## src/l2_cfg.svh

```systemverilog
`ifndef L2_CFG_SVH
`define L2_CFG_SVH

// cache geometry
`define L2_TAG_W    18
`define L2_INDEX_W  8
`define L2_WAYS     4
`define L2_SETS     256

// per-way age counter, wide enough for L2_WAYS distinct ages
`define L2_AGE_W    2

`endif

```

## src/cache_pkg.sv

```systemverilog
`include "l2_cfg.svh"

package cache_pkg;

    typedef logic [`L2_TAG_W-1:0]        tag_t;
    typedef logic [`L2_INDEX_W-1:0]      index_t;
    typedef logic [$clog2(`L2_WAYS)-1:0] way_t;
    typedef logic [`L2_AGE_W-1:0]        age_t;

    // one set as seen by the tag lookup, 80 bits
    typedef struct packed {
        tag_t [`L2_WAYS-1:0] tag;
        logic [`L2_WAYS-1:0] valid;
        logic [`L2_WAYS-1:0] dirty;
    } set_tags_t;

    // ages of all ways in a set, 0 = most recently used
    typedef age_t [`L2_WAYS-1:0] set_ages_t;

endpackage

```

## src/ctrl_pkg.sv

```systemverilog
package ctrl_pkg;

    // controller states
    typedef enum logic [1:0] {
        IDLE,
        COMPARE,
        WRITE_BACK,
        ALLOCATE
    } l2_state_t;

endpackage

```

## src/l2_ifs.sv

```systemverilog
`timescale 1ns/1ps

`include "l2_cfg.svh"

// controller <-> tag/valid/dirty store
interface lookup_if;
    logic [`L2_INDEX_W-1:0]      index;
    logic [`L2_TAG_W-1:0]        tag;
    logic                        fill;
    logic [$clog2(`L2_WAYS)-1:0] fill_way;
    logic                        mark_dirty;
    logic                        flush;
    logic [$clog2(`L2_WAYS)-1:0] sel_way;     // way whose tag/dirty is read back

    logic                        hit;
    logic [$clog2(`L2_WAYS)-1:0] hit_way;
    logic [$clog2(`L2_WAYS)-1:0] victim_way;  // lowest invalid way
    logic                        all_valid;
    logic [`L2_TAG_W-1:0]        victim_tag;
    logic                        victim_dirty;

    modport ctrl (
        output index, tag, fill, fill_way, mark_dirty, flush, sel_way,
        input  hit, hit_way, victim_way, all_valid, victim_tag, victim_dirty
    );

    modport store (
        input  index, tag, fill, fill_way, mark_dirty, flush, sel_way,
        output hit, hit_way, victim_way, all_valid, victim_tag, victim_dirty
    );
endinterface

// controller <-> replacement ages
interface repl_if;
    logic [`L2_INDEX_W-1:0]      index;
    logic                        touch;
    logic [$clog2(`L2_WAYS)-1:0] touch_way;
    logic [$clog2(`L2_WAYS)-1:0] oldest_way;

    modport ctrl (output index, touch, touch_way, input oldest_way);
    modport store (input index, touch, touch_way, output oldest_way);
endinterface

```

## src/l2_fsm.sv

```systemverilog
`timescale 1ns/1ps

module l2_fsm
    import cache_pkg::*;
    import ctrl_pkg::*;
(
    input  logic    clk,
    input  logic    nrst,
    lookup_if.ctrl  lk,
    repl_if.ctrl    rp,
    input  logic    req_read,
    input  logic    req_write,
    input  logic    flush,
    input  tag_t    req_tag,
    input  index_t  req_index,
    input  logic    mem_ready,
    output logic    ready,
    output logic    refill,
    output logic    update,
    output logic    mem_read,
    output logic    mem_write,
    output way_t    way,
    output index_t  mem_index,
    output tag_t    mem_tag,
    output tag_t    mem_wb_tag
);

    l2_state_t state;
    l2_state_t next_state;
    way_t      victim_q;
    way_t      victim_d;
    logic      req;
    logic      hit_now;
    logic      fill_now;

    // ready is still up in the IDLE cycle while L1 holds the old request
    assign req      = (req_read || req_write) && !ready;
    assign hit_now  = (state == COMPARE) && lk.hit;
    assign fill_now = (state == ALLOCATE) && mem_ready;

    // invalid way first, LRU way once the set is full
    assign victim_d = lk.all_valid ? rp.oldest_way : lk.victim_way;

    assign lk.index      = req_index;
    assign lk.tag        = req_tag;
    assign lk.fill       = fill_now;
    assign lk.fill_way   = victim_q;
    assign lk.mark_dirty = hit_now && req_write;
    assign lk.flush      = (state == IDLE) && flush && !req_read && !req_write;
    assign lk.sel_way    = (state == COMPARE) ? victim_d : victim_q;

    assign rp.index     = req_index;
    assign rp.touch     = hit_now;
    assign rp.touch_way = lk.hit_way;

    assign mem_read   = (state == ALLOCATE);
    assign mem_write  = (state == WRITE_BACK);
    assign mem_index  = req_index;
    assign mem_tag    = req_tag;
    assign mem_wb_tag = lk.victim_tag; // stable, set not written during write-back

    always_comb
    begin
        next_state = state;
        case (state)
            IDLE:
                if (req)
                    next_state = COMPARE;
            COMPARE:
                if (lk.hit)
                    next_state = IDLE;
                else if (lk.victim_dirty)
                    next_state = WRITE_BACK;
                else
                    next_state = ALLOCATE;
            WRITE_BACK:
                if (mem_ready)
                    next_state = ALLOCATE;
            ALLOCATE:
                if (mem_ready)
                    next_state = COMPARE; // re-check, now hits
            default:
                next_state = IDLE;
        endcase
    end

    always_ff @(posedge clk or negedge nrst)
    begin
        if (!nrst)
        begin
            state    <= IDLE;
            victim_q <= '0;
            ready    <= 1'b0;
            refill   <= 1'b0;
            update   <= 1'b0;
            way      <= '0;
        end
        else
        begin
            state  <= next_state;
            ready  <= hit_now;
            update <= hit_now && req_write;
            refill <= fill_now;
            if (state == COMPARE && !lk.hit)
                victim_q <= victim_d;
            if (hit_now)
                way <= lk.hit_way;
            else if (fill_now)
                way <= victim_q;
        end
    end

    a_mem_excl: assert property (@(posedge clk) disable iff (!nrst)
        !(mem_read && mem_write));

    a_ready_pulse: assert property (@(posedge clk) disable iff (!nrst)
        ready |=> !ready);

endmodule

```

## src/flat_wrapper.sv

```systemverilog
// flat-port wrapper written by rule: the top's interface ports become plain ports
module l2_fsm_flat import cache_pkg::*; import ctrl_pkg::*;
  (clk, nrst, req_read, req_write, flush, req_tag, req_index, mem_ready, ready, refill, update, mem_read, mem_write, way, mem_index, mem_tag, mem_wb_tag, lk_index, lk_tag, lk_fill, lk_fill_way, lk_mark_dirty, lk_flush, lk_sel_way, lk_hit, lk_hit_way, lk_victim_way, lk_all_valid, lk_victim_tag, lk_victim_dirty, rp_index, rp_touch, rp_touch_way, rp_oldest_way);
  lookup_if lk_i ();
  repl_if rp_i ();
  input  logic clk;
  input  logic nrst;
  input  logic req_read;
  input  logic req_write;
  input  logic flush;
  input  tag_t req_tag;
  input  index_t req_index;
  input  logic mem_ready;
  output logic ready;
  output logic refill;
  output logic update;
  output logic mem_read;
  output logic mem_write;
  output way_t way;
  output index_t mem_index;
  output tag_t mem_tag;
  output tag_t mem_wb_tag;
  output wire logic [$bits(lk_i.index)-1:0] lk_index;
  output wire logic [$bits(lk_i.tag)-1:0] lk_tag;
  output wire logic [$bits(lk_i.fill)-1:0] lk_fill;
  output wire logic [$bits(lk_i.fill_way)-1:0] lk_fill_way;
  output wire logic [$bits(lk_i.mark_dirty)-1:0] lk_mark_dirty;
  output wire logic [$bits(lk_i.flush)-1:0] lk_flush;
  output wire logic [$bits(lk_i.sel_way)-1:0] lk_sel_way;
  input wire logic [$bits(lk_i.hit)-1:0] lk_hit;
  input wire logic [$bits(lk_i.hit_way)-1:0] lk_hit_way;
  input wire logic [$bits(lk_i.victim_way)-1:0] lk_victim_way;
  input wire logic [$bits(lk_i.all_valid)-1:0] lk_all_valid;
  input wire logic [$bits(lk_i.victim_tag)-1:0] lk_victim_tag;
  input wire logic [$bits(lk_i.victim_dirty)-1:0] lk_victim_dirty;
  output wire logic [$bits(rp_i.index)-1:0] rp_index;
  output wire logic [$bits(rp_i.touch)-1:0] rp_touch;
  output wire logic [$bits(rp_i.touch_way)-1:0] rp_touch_way;
  input wire logic [$bits(rp_i.oldest_way)-1:0] rp_oldest_way;
  assign lk_index = lk_i.index;
  assign lk_tag = lk_i.tag;
  assign lk_fill = lk_i.fill;
  assign lk_fill_way = lk_i.fill_way;
  assign lk_mark_dirty = lk_i.mark_dirty;
  assign lk_flush = lk_i.flush;
  assign lk_sel_way = lk_i.sel_way;
  assign lk_i.hit = lk_hit;
  assign lk_i.hit_way = lk_hit_way;
  assign lk_i.victim_way = lk_victim_way;
  assign lk_i.all_valid = lk_all_valid;
  assign lk_i.victim_tag = lk_victim_tag;
  assign lk_i.victim_dirty = lk_victim_dirty;
  assign rp_index = rp_i.index;
  assign rp_touch = rp_i.touch;
  assign rp_touch_way = rp_i.touch_way;
  assign rp_i.oldest_way = rp_oldest_way;
  l2_fsm u_core (.clk(clk), .nrst(nrst), .lk(lk_i), .rp(rp_i), .req_read(req_read), .req_write(req_write), .flush(flush), .req_tag(req_tag), .req_index(req_index), .mem_ready(mem_ready), .ready(ready), .refill(refill), .update(update), .mem_read(mem_read), .mem_write(mem_write), .way(way), .mem_index(mem_index), .mem_tag(mem_tag), .mem_wb_tag(mem_wb_tag));
endmodule
```

## config.mk

```make
export PLATFORM = sky130hd
export DESIGN_NAME = l2_fsm_flat
export DESIGN_NICKNAME = d
export VERILOG_FILES = /design/src/cache_pkg.sv /design/src/ctrl_pkg.sv /design/src/l2_ifs.sv /design/src/l2_fsm.sv /design/src/flat_wrapper.sv
export VERILOG_INCLUDE_DIRS = /design/src /design/src/src
export SDC_FILE = /design/constraint.sdc
export NUM_CORES = 1
export LEC_CHECK = 0
export BUFFER_PORTS_ARGS = -buffer_cell sky130_fd_sc_hd__clkbuf_2
export CORE_MARGIN = 8
export CORE_UTILIZATION = 31
export CTS_CLUSTER_SIZE = 8
export DETAILED_ROUTE_END_ITERATION = 16
export HOLD_SLACK_MARGIN = 0.06
export PLACE_DENSITY = 0.82
export SKIP_CTS_REPAIR_TIMING = 1
export SLEW_MARGIN = 30
export SYNTH_ARGS = -nofsm -noshare
export SYNTH_HDL_FRONTEND = slang
export SYNTH_SLANG_ARGS = --single-unit
```

## constraint.sdc

```tcl
create_clock -name clk -period 2 [get_ports clk]
set_input_delay 0.2 -clock clk [delete_from_list [all_inputs] [get_ports clk]]
set_output_delay 0.2 -clock clk [all_outputs]
set_load 0.005 [all_outputs]
```

# Word level (Yosys, flattened, before mapping)
# Cells that the tools add are included.
[word_totals]
ff_bits = 9
inputBits = 59
output_inout_bits = 95
elab_cells = 38
[op_classes]
eq_ne = 6
muxes = 10
n_reduce_logical = 16
[op_table]
columns = ["operator", "n"]
rows = [
  ["two-way mux 2 bit", 8],
  ["logical AND 1 bit", 8],
  ["one-hot mux 2 bit (4 select lines)", 1],
  ["equality test 2 bit (second input constant)", 2],
  ["zero test 1 bit", 4],
  ["!= test 2 bit (second input constant)", 2],
  ["AND reduction 3 bit", 1],
  ["equality test 2 x 1 -> 1 bit (second input constant)", 1],
  ["zero test 2 bit", 1],
  ["!= test 2 x 1 -> 1 bit (second input constant)", 1],
  ["nonzero test 2 bit", 1],
  ["logical OR 1 bit", 1],
  ["two-way mux 1 bit", 1],
]

# Longest topological paths before layout
# Gate-level depths: netlist of run 1.
[depth]
word_depth = 4
ltp_mapped = 5
mapped_depth_nobuf = 5

# Worst setup path before layout of run 1
# No wires, ideal clock.
[synth_timing]
path_kind = "reg-to-reg"
startpoint = "register u_core.state[0]"
endpoint = "register u_core.state[0]"
setup_time_ps = 125
arrival_time_ps = 1384
t_required_ps = 1875
slack_ps = 491
stages_incl_launch_ff = 6
path_buffers = 0
period_less_slack_ps = 1509
cell_sequence = "dfrtp_1 inv_1 ha_1 or3b_1 o211ai_2 mux2_4"
[synth_between]
elab_chain_cells = 3
elab_cells_between_ends = 9
cone_classes = "6 x eq/ne; 1 x mux; 2 x reduce/logical"
[synth_rtl]
columns = ["item", "line_no", "text"]
rows = [
  ["start, declared", "l2_fsm.sv:28", "l2_state_t state;"],
  ["start signal, assigned", "l2_fsm.sv:100", "state <= next_state;"],
  ["equality test 2 bit or zero test 2 bit (tied branches)", "l2_fsm.sv:65", "case (state)"],
  ["!= test 2 bit (no line) or != test 2 x 1 -> 1 bit (tied branches)", "n/a", ""],
  ["AND reduction 3 bit (no line)", "n/a", ""],
]
# Several ways; a longest one is shown, not always the timed one.
# A chain may end at the register's enable or synchronous reset.

# Worst setup path in the final report of run 1
[layout_timing]
startpoint = "register u_core.state[0]"
endpoint = "output lk_flush"
[layout_between]
elab_chain_cells = 4
[layout_rtl]
columns = ["item", "line_no", "text"]
rows = [
  ["zero test 2 bit", "l2_fsm.sv:49", "assign lk.flush = (state == IDLE) && flush && !req_read && !req_write;"],
  ["logical AND 1 bit (3 in a row)", "l2_fsm.sv:49", ""],
  ["end, declared", "flat_wrapper.sv:28", "output wire logic [$bits(lk_i.flush)-1:0] lk_flush;"],
]
# No other way between the ends.

==> impl_metrics.yaml, run 1 <==
status:
  outcome: "finished clean"
cts:
  root_buffer: "clkbuf_4"
  tritoncts: "done"
  cts_buffer_depth: 2
  clk_latency_ns: 0.26
  clkTransAtPathRegs_ns: 0.06
  numCtsBuffers: 3
  cts-htree-levels: 1
  clock-sinks: 9
synth:
  ys_seq_area_frac: 0.207
  syn-cell-area_um2: 1090
  yosysWarnings: 0
  synthesis.nets: 192
  ys_ff_latch: 9
  syn_inst: 129
  synth.distinct_cells: 16
  syn_area_per_cell_um2: 8.43
power:
  power_density_nw_per_um2: 1190
  power_leakage_nw: 0.420
  peakVddDrop_mv: 0.181
global_route:
  grt_max_degree: 10
  grt.overflow.total: 0
  grt_pass1_wl_mm: 2.94
  grt.total_usage: 0.0699
  antenna_found_initial: 0
  grt_pass1_vias: 586
floorplan:
  die-area_um2: 5660
  fp.coreArea_um2: 3360
  io_pins: 154
  rows: 21
  start_util: 0.323
  die_w_um: 75.2
  die_h_um: 75.2
sta:
  tns_ns: 0
  finalMaxSlewViolations: 0
  fmax_mhz: 578
  setup_viol: 0
  fin_crit_sh: 0.865
  rsz0062_at_grt: "no"
  max-slew-margin-rel: 0.827
  tightestPinTransition_ns: 0.260
  post-route-min-period_ns: 1.73
  hold_violations: 0
  final.setup_skew_ns: 0.00619
placed_design:
  numPortBuffers: 31
  place_congestion: 0.738
  dp_hpwl_mm: 1.81
  dp.cells: 126
min_path:
  min_path_type: "primary input to register"
detailed_routing:
  wire_per_inst_um: 15.9
  routed_wl_mm: 2.08
  drc: 0
  vias_per_cell: 4.21
  ant_nets: 0
  routed-via-count: 551
  detail_route.iter0.violations: 35
  drtPass1Iterations: 2
final_layout:
  drive_gt1_frac: 0.424
  layout.nets: 149
  fillers: 393
  fin_cells: 131
  area_growth_pct: -32.3
  postLayoutCoreUtil: 0.219
  n_antenna_cell: 0
  final_cell_mix: "31 x clkbuf_2, 9 x dfrtp_1, 6 x nor2_1"
  layout_commonest_cell: "clkbuf_2"
setup_path:
  crit_path_max_incr_delay_ns: 0.42
  critical_path_arrival_ns: 1.53
  path_class: "register to primary output"
  worstPathCellList: "inv_1 > ha_1 > or3b_1 > nor2_1 > clkbuf_2"
  worstPathMaxFanout: 4
  cp_top_family: "simple AND/OR/NAND/NOR gates"
  startpoint_type: "register"
  crit_buf_inv: 2
  cp_slowest_cell: "dfrtp_1"
  required_ns: 1.80
  end_kind: "primary output"
flow_run:
  maxCapViolCount: 0
==> stage by stage <==
stage / hold WS, ns / area, µm² / total power [mW] / setup WS, ns
after floorplan: -0.0956 / 1090 / 0.691 / 0.491
after global placement: 0.0631 / 699 / 0.737 / 0.459
after detailed placement: 0.0674 / 699 / 0.751 / 0.393
after CTS: -0.215 / 726 / 0.894 / 0.243
after global routing: 0.209 / 736 / 0.973 / 0.144
final: 0.210 / 736 / 0.875 / 0.270
==> worst reg2reg max path, delay by kind of cell, from the launching register on <==
kind / cells / cell delay [ns]
buffers and inverters: 1 / 0.10
AOI/OAI and AO/OA: 1 / 0.12
DFF: 1 / 0.42
and+or+nand+nor: 1 / 0.38
muxes: 1 / 0.32
adders and majority gates: 1 / 0.16
==> per-layer routing <==
layer	up-vias	track usage	share of wire
met4	0	0.0874	0.069
met3	22	0.0519	0.22
met2	66	0.107	0.44
li1	234	-	-
met1	229	0.0495	0.27
met5	-	0	0
==> final cells by class <==
type,count,area (µm²),share of cell area
timing repair buffer,32,165,0.224
sequential,9,225,0.306
clock buffer,4,26.3,0.0357
tap,46,57.6,0.0782
inverter,5,18.8,0.0255
multi-input combinational,35,243,0.330
==> path summary, 6_finish.rpt <==
kind | depth (start not counted) | start | to | slack (ns)
worst max-delay path | 5 | u_core.state[0]$_DFFE_PN0P_ | lk_flush | 0.27
min in group asynchronous | 2 | nrst | u_core.refill$_DFF_PN0_ | 0.33
max in group asynchronous | 2 | nrst | u_core.lk.fill_way[1]$_DFFE_PN0P_ | 1.47
worst max register to register | 5 | u_core.state[0]$_DFFE_PN0P_ | u_core.state[0]$_DFFE_PN0P_ | 0.39
worst min register to register | 2 | u_core.lk.fill_way[0]$_DFFE_PN0P_ | u_core.lk.fill_way[0]$_DFFE_PN0P_ | 0.55
worst min-delay path | 3 | lk_hit_way[1] | u_core.way[1]$_DFFE_PN0P_ | 0.21
==> flip-flops by register name, indices dropped and copies added, names as in the netlist <==
| name | count |
|---|---|
| u_core.refill | 1 |
| u_core.lk.fill_way | 2 |
| u_core.way | 2 |
| u_core.ready | 1 |
| u_core.update | 1 |
| u_core.state | 2 |
==> synthesized netlist by cell type (all sizes together) <==
| master | n | area (µm²) |
|---|---|---|
| mux2 | 1 | 15.0 |
| or3b | 1 | 8.76 |
| o21ai | 4 | 20.0 |
| mux2i | 5 | 50.1 |
| a21oi | 4 | 20.0 |
| o211ai | 1 | 12.5 |
| dfrtp | 9 | 225 |
| nor2 | 6 | 22.5 |
| nand2b | 1 | 6.26 |
| and3 | 1 | 6.26 |
| buf | 80 | 601 |
| nor2b | 2 | 12.5 |
| nand2 | 5 | 18.8 |
| inv | 5 | 18.8 |
| ha | 4 | 50.1 |
==> report_power, final <==
group,internal (mW),switching (mW)
sequential,0.252,0.0537
clock,0.0767,0.0613
combinational,0.216,0.216
==> logic make-up (layout without fill, tap and decap cells) <==
family | Yosys count | after routing | share of synthesized area
buf+inv | 85 | 41 | 0.570
mux | 6 | 6 | 0.0598
fa+ha+maj | 4 | 4 | 0.0460
flops | 9 | 9 | 0.207
compound gates | 9 | 9 | 0.0483
simple gates | 16 | 16 | 0.0691
No activity file was read; power rests on OpenSTA's default activity.
==> run 2, diff against run 1 <==
--- a/config.mk
+++ b/config.mk
@@ -12,5 +12,5 @@
 export CTS_CLUSTER_SIZE = 8
 export DETAILED_ROUTE_END_ITERATION = 16
-export HOLD_SLACK_MARGIN = 0.06
+export HOLD_SLACK_MARGIN = 0.12
 export PLACE_DENSITY = 0.82
 export SKIP_CTS_REPAIR_TIMING = 1
==> constraint.sdc (replaced) <==
create_clock -name clk -period 2 [get_ports clk]
set_input_delay 0.1 -clock clk [delete_from_list [all_inputs] [get_ports clk]]
set_output_delay 0.1 -clock clk [all_outputs]
set_load 0.005 [all_outputs]
==> impl_metrics.yaml, run 2 (synthesis gave the netlist of run 1 again) <==
detailed_routing:
  detail_route.iter0.violations: 21
  vias_per_cell: 4.32
  drc: 0
  wire_per_inst_um: 16.0
  ant_nets: 0
  routed_wl_mm: 2.10
  drtPass1Iterations: 4
  routed-via-count: 566
setup_path:
  ff2ff_setup_slack_ns: 0.39
  r2r_cells: 5
  end_kind: "primary output"
  critical_path_arrival_ns: 1.55
  reg2reg_from: "u_core.state[1]$_DFFE_PN0P_"
  path_class: "register to primary output"
  worstPathMaxFanout: 3
  startpoint_type: "register"
  reg2reg_to: "u_core.state[0]$_DFFE_PN0P_"
  required_ns: 1.90
status:
  outcome: "finished clean"
floorplan:
  io_pins: 154
  die_h_um: 75.2
  start_util: 0.323
  rows: 21
  die_w_um: 75.2
  die-area_um2: 5660
  fp.coreArea_um2: 3360
sta:
  tns_ns: 0
  hold_violations: 0
  max-slew-margin-rel: 0.815
  finalMaxSlewViolations: 0
  setup_viol: 0
  final.setup_skew_ns: 0.00511
  rsz0062_at_grt: "no"
  post-route-min-period_ns: 1.65
  fin_crit_sh: 0.823
  tightestPinTransition_ns: 0.278
  fmax_mhz: 608
final_layout:
  area_growth_pct: -32.3
  fin_cells: 131
  drive_gt1_frac: 0.424
  layout_commonest_cell: "clkbuf_2"
  layout.nets: 149
  fillers: 399
  n_antenna_cell: 0
  regArea_um2: 225
  final_cell_mix: "31 x clkbuf_2, 9 x dfrtp_1, 6 x nor2_1"
  multi_input_area_um2: 243
global_route:
  antenna_found_initial: 0
  grt_pass1_vias: 584
  grt_max_degree: 10
  grt.overflow.total: 0
  grt_pass1_wl_mm: 2.82
  grt.total_usage: 0.0639
placed_design:
  dp.cells: 126
  dp_hpwl_mm: 1.82
  numPortBuffers: 31
  place_congestion: 0.692
cts:
  clk_latency_ns: 0.25
  clkTransAtPathRegs_ns: 0.06
  tritoncts: "done"
  root_buffer: "clkbuf_4"
  cts_buffer_depth: 2
  numCtsBuffers: 3
  cts-htree-levels: 1
  clock-sinks: 9
flow_run:
  maxCapViolCount: 0
min_path:
  holdPathStages: 3
  hold_path_end: "u_core.way[1]$_DFFE_PN0P_"
  hold_start: "lk_hit_way[1]"
  min_path_type: "primary input to register"
power:
  p_total_mw: 0.870
  peakVddDrop_mv: 0.205
  power_leakage_nw: 0.420
  power_density_nw_per_um2: 1180
==> run 2: cell counts in the layout (fill, tap and decap cells not counted) <==
Identical to the previous run, type by type.
==> run 2: power by group <==
part / switching (mW) / total (mW) / internal (mW)
Combinational: 0.216 / 0.433 / 0.217
Clock: 0.0557 / 0.132 / 0.0764
Sequential: 0.0538 / 0.305 / 0.252
Total: 0.325 / 0.870 / 0.545
==> run 2: how the worst max path moves through the flow <==
stage | start | endpoint | slack [ns] | cells past startpoint
5_1_grt | u_core.state[1]$_DFFE_PN0P_ | lk_flush | 0.28 | 5
3_3_place_gp | u_core.state[0]$_DFFE_PN0P_ | u_core.state[0]$_DFFE_PN0P_ | 0.46 | 5
2_1_floorplan | u_core.state[0]$_DFFE_PN0P_ | u_core.state[0]$_DFFE_PN0P_ | 0.49 | 5
4_1_cts | u_core.state[1]$_DFFE_PN0P_ | lk_flush | 0.34 | 5
6_report | u_core.state[1]$_DFFE_PN0P_ | lk_flush | 0.35 | 5
3_5_place_dp | u_core.state[1]$_DFFE_PN0P_ | u_core.state[0]$_DFFE_PN0P_ | 0.39 | 5
==> run 2: worst max-delay path, stage by stage, from the launching register on <==
cell and delay [ns]:
dfrtp_1 0.40, inv_1 0.11, ha_1 0.17, or3b_1 0.39, nor2_1 0.11, clkbuf_2 0.12
==> run 2: per-stage QoR <==
stage | instance area, µm² | setup slack, ns | hold slack (ns) | util
after global routing | 736 | 0.278 | 0.132 | 0.219
final | 736 | 0.354 | 0.125 | 0.219
after floorplan | 1090 | 0.491 | -0.196 | -
after detailed placement | 699 | 0.391 | -0.0332 | 0.208
after CTS | 726 | 0.339 | -0.303 | 0.216
after global placement | 699 | 0.456 | -0.0369 | 0.208
==> run 2: cell type report <==
cell class                 instances  share of cell area
tap                               46              0.0782
clock buffer                       4              0.0357
sequential                         9               0.306
multi-input combinational         35               0.330
inverter                           5              0.0255
timing repair buffer              32               0.224
==> run 2: layer usage <==
| metal | vias to the layer above | global-route usage | part of all wire |
|---|---|---|---|
| met5 | - | 0 | 0 |
| met4 | 0 | 0.0682 | 0.066 |
| met3 | 23 | 0.0493 | 0.23 |
| met2 | 68 | 0.0988 | 0.45 |
| met1 | 239 | 0.0480 | 0.26 |
| li1 | 236 | - | - |
